File: src/common/ntt_settings.svh
`ifndef NTT_SETTINGS_SVH
`define NTT_SETTINGS_SVH

// Coefficient width and the ML-DSA prime q = 2^23 - 2^13 + 1
`define NTT_REG_SIZE 23
`define NTT_Q 23'd8380417

// Pipeline depths in clock cycles
`define NTT_MUL_LATENCY 4
`define NTT_BF_LATENCY 5
`define NTT_NET_LATENCY 10

// Wishbone data width and word address width
`define NTT_WB_DW 32
`define NTT_WB_AW 5

`endif

File: src/common/ntt_arith_pkg.sv
`include "ntt_settings.svh"

package ntt_arith_pkg;

    // Operation of the butterfly network
    // Idle sits at zero so that a cleared CTRL register selects nothing
    typedef enum logic [2:0] {
        idle = 3'd0,
        ct   = 3'd1,
        gs   = 3'd2,
        pwm  = 3'd3,
        pwa  = 3'd4,
        pws  = 3'd5
    } mode_t;

    // One coefficient modulo q
    typedef logic [`NTT_REG_SIZE-1:0] coef_t;

    // Operand set of one radix-4 NTT slice
    typedef struct packed {
        coef_t u00;
        coef_t v00;
        coef_t w00;
        coef_t u01;
        coef_t v01;
        coef_t w01;
        coef_t w10;
        coef_t w11;
    } bf_uvw_t;

    // One pointwise lane with its three operands
    typedef struct packed {
        coef_t u;
        coef_t v;
        coef_t w;
    } pw_lane_t;

    // Four pointwise lanes in one operand set
    typedef struct packed {
        pw_lane_t [3:0] lane;
    } pw_uvw_t;

    // Four results shared by NTT and pointwise modes
    typedef struct packed {
        coef_t res3;
        coef_t res2;
        coef_t res1;
        coef_t res0;
    } bf_res_t;

endpackage

File: src/common/ntt_bus_pkg.sv
`include "ntt_settings.svh"

package ntt_bus_pkg;

    // Wishbone classic master to slave
    typedef struct packed {
        logic                  cyc;
        logic                  stb;
        logic                  we;
        logic [`NTT_WB_AW-1:0] adr;
        logic [`NTT_WB_DW-1:0] dat;
    } wb_req_t;

    // Wishbone classic slave to master
    typedef struct packed {
        logic                  ack;
        logic [`NTT_WB_DW-1:0] dat;
    } wb_rsp_t;

    // Word addresses of the register map
    typedef enum logic [`NTT_WB_AW-1:0] {
        CTRL   = 5'd0,
        STATUS = 5'd1,
        U0 = 5'd4,  U1 = 5'd5,  U2 = 5'd6,  U3 = 5'd7,
        V0 = 5'd8,  V1 = 5'd9,  V2 = 5'd10, V3 = 5'd11,
        W0 = 5'd12, W1 = 5'd13, W2 = 5'd14, W3 = 5'd15,
        RES0 = 5'd16, RES1 = 5'd17, RES2 = 5'd18, RES3 = 5'd19
    } reg_addr_t;

endpackage

File: src/ntt_wb_regs.sv
`timescale 1ns/1ps
`include "ntt_settings.svh"

// Wishbone classic register front end of the butterfly network
module ntt_wb_regs (
    input  logic                   clk,
    input  logic                   reset_n,
    input  ntt_bus_pkg::wb_req_t   wb_req_i,
    output ntt_bus_pkg::wb_rsp_t   wb_rsp_o,
    output ntt_arith_pkg::mode_t   mode_o,
    output logic                   accumulate_o,
    output logic                   enable_o,
    output logic                   zeroize_o,
    output ntt_arith_pkg::bf_uvw_t uvw_o,
    output ntt_arith_pkg::pw_uvw_t pw_uvw_o,
    input  ntt_arith_pkg::bf_res_t res_i,
    input  logic                   ready_i
);
    import ntt_arith_pkg::*;
    import ntt_bus_pkg::*;

    localparam int DW = `NTT_WB_DW;
    localparam int W  = `NTT_REG_SIZE;

    logic          req, wr, wr_ctrl;
    reg_addr_t     addr;
    logic [1:0]    idx;
    logic [DW-1:0] rd_data, dat_q;
    logic          ack_q, start_q, done_q, busy_q, acc_q;
    mode_t         mode_q;
    coef_t [3:0]   u_q, v_q, w_q, res_q;

    // A request is served once and the cycle of its ack is skipped
    assign req     = wb_req_i.cyc && wb_req_i.stb && !ack_q;
    assign wr      = req && wb_req_i.we;
    assign addr    = reg_addr_t'(wb_req_i.adr);
    assign idx     = wb_req_i.adr[1:0];
    assign wr_ctrl = wr && (addr == CTRL);

    always_comb begin
        case (addr) inside
            CTRL:          rd_data = DW'({acc_q, mode_q});
            STATUS:        rd_data = DW'({busy_q, done_q});
            [U0:U3]:       rd_data = DW'(u_q[idx]);
            [V0:V3]:       rd_data = DW'(v_q[idx]);
            [W0:W3]:       rd_data = DW'(w_q[idx]);
            [RES0:RES3]:   rd_data = DW'(res_q[idx]);
            default:       rd_data = '0;
        endcase
    end

    // ==================================================================
    // Bus handshake and control pulses
    // ==================================================================
    always_ff @(posedge clk or negedge reset_n) begin
        if (!reset_n) begin
            ack_q     <= 1'b0;
            dat_q     <= '0;
            start_q   <= 1'b0;
            enable_o  <= 1'b0;
            zeroize_o <= 1'b0;
        end else begin
            ack_q     <= req;
            dat_q     <= req ? rd_data : '0;
            // Start reaches the network one cycle after the ack
            start_q   <= wr_ctrl && wb_req_i.dat[4];
            enable_o  <= start_q;
            zeroize_o <= wr_ctrl && wb_req_i.dat[5];
        end
    end

    // ==================================================================
    // Register storage and status
    // ==================================================================
    always_ff @(posedge clk or negedge reset_n) begin
        if (!reset_n) begin
            mode_q <= idle;
            acc_q  <= 1'b0;
            u_q    <= '0;
            v_q    <= '0;
            w_q    <= '0;
            res_q  <= '0;
            done_q <= 1'b0;
            busy_q <= 1'b0;
        end else if (zeroize_o) begin
            // Zeroize clears data and status but keeps the mode setting
            u_q    <= '0;
            v_q    <= '0;
            w_q    <= '0;
            res_q  <= '0;
            done_q <= 1'b0;
            busy_q <= 1'b0;
        end else begin
            if (wr) begin
                case (addr) inside
                    CTRL: begin
                        mode_q <= mode_t'(wb_req_i.dat[2:0]);
                        acc_q  <= wb_req_i.dat[3];
                    end
                    [U0:U3]: u_q[idx] <= wb_req_i.dat[W-1:0];
                    [V0:V3]: v_q[idx] <= wb_req_i.dat[W-1:0];
                    [W0:W3]: w_q[idx] <= wb_req_i.dat[W-1:0];
                    default: ;
                endcase
            end
            if (start_q) begin
                done_q <= 1'b0;
            end
            if (enable_o) begin
                busy_q <= 1'b1;
            end
            if (ready_i) begin
                res_q  <= {res_i.res3, res_i.res2, res_i.res1, res_i.res0};
                busy_q <= 1'b0;
                done_q <= 1'b1;
            end
        end
    end

    assign wb_rsp_o.ack = ack_q;
    assign wb_rsp_o.dat = dat_q;
    assign mode_o       = mode_q;
    assign accumulate_o = acc_q;

    // NTT operands take lanes 0 and 1 for stage one and W2 and W3 as stage-two twiddles
    always_comb begin
        uvw_o.u00 = u_q[0];
        uvw_o.v00 = v_q[0];
        uvw_o.w00 = w_q[0];
        uvw_o.u01 = u_q[1];
        uvw_o.v01 = v_q[1];
        uvw_o.w01 = w_q[1];
        uvw_o.w10 = w_q[2];
        uvw_o.w11 = w_q[3];
        for (int k = 0; k < 4; k++) begin
            pw_uvw_o.lane[k].u = u_q[k];
            pw_uvw_o.lane[k].v = v_q[k];
            pw_uvw_o.lane[k].w = w_q[k];
        end
    end

    // Every ack answers a request seen on the previous edge
    assert property (@(posedge clk) disable iff (!reset_n)
        wb_rsp_o.ack |-> $past(wb_req_i.cyc && wb_req_i.stb));

endmodule

File: config.mk
export PLATFORM = sky130hd
export DESIGN_NAME = ntt_wb_regs
export DESIGN_NICKNAME = d
export VERILOG_FILES = /design/src/common/ntt_arith_pkg.sv /design/src/common/ntt_bus_pkg.sv /design/src/ntt_wb_regs.sv
export VERILOG_INCLUDE_DIRS = /design/src /design/src/common
export SDC_FILE = /design/constraint.sdc
export NUM_CORES = 1
export LEC_CHECK = 0
export ABC_CLOCK_PERIOD_IN_PS = 1900
export BUFFER_PORTS_ARGS = -buffer_cell sky130_fd_sc_hd__buf_2
export CORE_AREA = 2 2 244 246
export CTS_CLUSTER_DIAMETER = 30
export DETAILED_ROUTE_END_ITERATION = 12
export DIE_AREA = 0 0 246 248
export MAX_ROUTING_LAYER = met4
export PLACE_DENSITY = 0.55
export SLEW_MARGIN = 10
export SYNTH_ARGS = -nofsm -noshare
export SYNTH_HDL_FRONTEND = slang
export SYNTH_SLANG_ARGS = --single-unit
File: constraint.sdc
create_clock -name clk -period 1.9 [get_ports clk]
set_clock_uncertainty 0.1 [all_clocks]
set_input_delay 0 -clock clk [delete_from_list [all_inputs] [get_ports clk]]
set_output_delay 0 -clock clk [all_outputs]
set_load 0.01 [all_outputs]
==> out/qor.yml <==
status:
  status: "complete, no violations"
worst_setup_path:
  r2r_setup_slack_ns: 0.04
  critical_path.cell_chain: "mux4_2, a22oi_1, buf_4, a21oi_1"
  crit_required_ns: 2.29
  slowest_delay_ns: 0.55
  start_kind: "register"
  critical_path_class: "register to register"
  r2r-end: "dat_q[6]"
  critPathMaxFanout: 4
  reg2reg_depth: 4
  reg2reg_from: "pw_uvw_o[213]"
  slowest_stage: "mux4_2"
  crit_arrival_ns: 2.25
  crit_path_end_kind: "register"
clock_tree:
  cts.sinks: 401
  cts.clk_slew.worst_paths_ns: 0.05
  htreeDepth: 3
  cts-buffers-inserted: 104
  tritoncts: "yes"
  insertion_delay_ns: 0.64
  root_buffer: "clkbuf_16"
  cts_buffer_depth: 3
sta:
  fin_ws_ns: 0.0419
  rsz0062_at_grt: "false"
  timing.slew.headroom: 0.576
  maxSlewViolCount: 0
  timing.fmax_mhz: 538
  hold_viol_final: 0
  finalCritPeriodShare: 0.978
  min_period_ns: 1.86
  holdWs_ns: 0.0443
  worst_pin_slew_ns: 0.635
  setup_viol: 0
route:
  vias: 17983
  drcViolationCount: 0
  routedWlPerCell_um: 23.4
  via_per_inst: 5.11
  route.antenna.remaining_nets: 0
  totalWireLength_um: 82500
  first_pass_iters: 7
  drt_iter0_markers: 1397
layout:
  final_cells: 3522
  seqCellArea_um2: 10000
  multi_input_area_um2: 8220
  num-fill-cells: 5203
  area_growth_pct: 42.2
  nets: 2796
  drive_gt1_frac: 0.374
yosys:
  post_synth_num_cell_types: 48
  synthArstFlopShare: 1.00
  synth_top_area_cell: "dfrtp_1"
  synthCells: 2005
  avgSynthCellArea_um2: 10.2
  synth-edff-count: 0
  ys_seq_elements: 401
  synthTopCellsByArea: "dfrtp_1, mux2i_1, nand2_1, buf_4, mux4_2"
  yosysWarnings: 0
  synth_top_flop_cell: "dfrtp_1"
  synthesis.area_um2: 20500
  synthMostInstantiatedCell: "nand2_1"
  seq_area_frac_synth: 0.489
  synth_top_area_share: 0.489
  synthTopCellsByCount: "nand2_1, dfrtp_1, mux2i_1"
min_path:
  whs_path_depth: 4
  worstHoldStart: "ready_i"
  hp-class: "primary input to register"
  min_to: "res_q[13]"
floorplanning:
  die_area_um2: 61000
  fp-row-count: 89
  die_x_um: 246
  pin_count: 634
  start_util: 0.351
  coreArea_um2: 58500
  die_y_um: 248
placed_design:
  gp_congestion: 0.898
  place_hpwl_um: 57500
  port_buffers: 615
  dpl.cell_count: 3176
  pre_cts_slack_ns: -0.130
power:
  ir_drop_uv: 663
  power_density_nw_per_um2: 1100
  leakagePower_uw: 0.0153
global_routing:
  grt_max_degree: 65
  grt_first_pass_wirelength_um: 120000
  overflow: 0
  grt_usage: 0.274
  antenna_found_initial: 0
  grt_pass1_vias: 18114
flow_run:
  cap_viol_max_count: 0
==> where the power goes <==
part	switching, µW	internal, µW	total, µW
Sequential	653	9210	9870
Combinational	2070	1730	3800
Clock	5410	13000	18400
Total	8130	23900	32000
==> per-layer routing <==
layer	global-route usage	up-vias	part of all wire
li1	-	7998	-
met1	0.358	9117	0.43
met2	0.429	765	0.48
met3	0.0563	103	0.067
met4	0.0852	0	0.022
met5	-	-	0
==> metrics by stage <==
| stage | utilization | cell area [µm²] | setup TNS [ns] | total power (µW) |
|---|---|---|---|---|
| after floorplan | - | 20500 | 0 | 11900 |
| after global placement | 0.409 | 23900 | -0.121 | 13400 |
| after global routing | 0.499 | 29200 | 0 | 33200 |
| after detailed placement | 0.409 | 23900 | -0.142 | 13500 |
| after CTS | 0.499 | 29200 | 0 | 32300 |
| final | 0.499 | 29200 | 0 | 32000 |
==> cell families (layout without fill, tap and decap cells) <==
group,count (synthesis),after routing,synth area share
multiplexers,287,287,0.179
flip-flops,401,401,0.489
other,1,10,0.000183
AND/OR/NAND/NOR,665,665,0.138
buffers and inverters,366,1101,0.113
AO/OA/AOI/OAI,285,285,0.0804
==> state kept, by name, summed over array words and instances (netlist names) <==
signal and count:
dat_q 23, enable_o 1, mode_o 3, busy_q 1, done_q 1, zeroize_o 1, accumulate_o 1, ack_q 1
res_q 92, pw_uvw_o 276, start_q 1
==> placed cells by master, fill, tap and decap left out, types with 12 or more instances in the layout <==
| cell type | instances |
|---|---|
| a21oi_1 | 215 |
| nand2_1 | 420 |
| mux4_2 | 62 |
| clkbuf_8 | 20 |
| clkinv_2 | 20 |
| a221oi_1 | 14 |
| bufinv_16 | 16 |
| dlygate4sd3_1 | 151 |
| nor2_1 | 185 |
| dfrtp_1 | 400 |
| buf_4 | 91 |
| buf_2 | 611 |
| a22oi_1 | 12 |
| nor3_1 | 15 |
| buf_12 | 45 |
| clkbuf_16 | 105 |
| mux2i_1 | 217 |
| o221ai_1 | 28 |
==> worst max-delay path: cells and delay by family, from the launching register on <==
family	cells	cell delay (ns)
flip-flops	1	0.42
AO/OA/AOI/OAI	2	0.45
buffers and inverters	1	0.19
multiplexers	1	0.55
==> worst max-delay path by stage <==
stage | slack, ns | depth (start not counted) | start | to
after detailed placement | -0.13 | 6 | wb_req_i[35] | dat_q[10]
after CTS | 0.08 | 5 | ack_q | dat_q[20]
final | 0.04 | 4 | pw_uvw_o[213] | dat_q[6]
after global routing | 0.01 | 5 | ack_q | dat_q[20]
after global placement | -0.09 | 6 | wb_req_i[35] | dat_q[10]
after floorplan | 0.24 | 6 | ack_q | pw_uvw_o[255]
==> final cells by class <==
| cell class | count | area share |
|---|---|---|
| flip-flops and latches | 401 | 0.344 |
| multi-input cells | 1246 | 0.282 |
| repair buffers | 901 | 0.212 |
| clock buffers | 135 | 0.101 |
| well taps | 773 | 0.0332 |
| clock inverters | 58 | 0.0266 |
| inverters | 7 | 0.000901 |
| diodes | 1 | 0.0000858 |
==> timing repair <==
action	4_1_cts	5_1_grt
hold endpoints to repair	779	0
gates resized for setup	0	0
setup buffers	0	0
hold buffers	152	0
(Power assumes the default switching activity.)
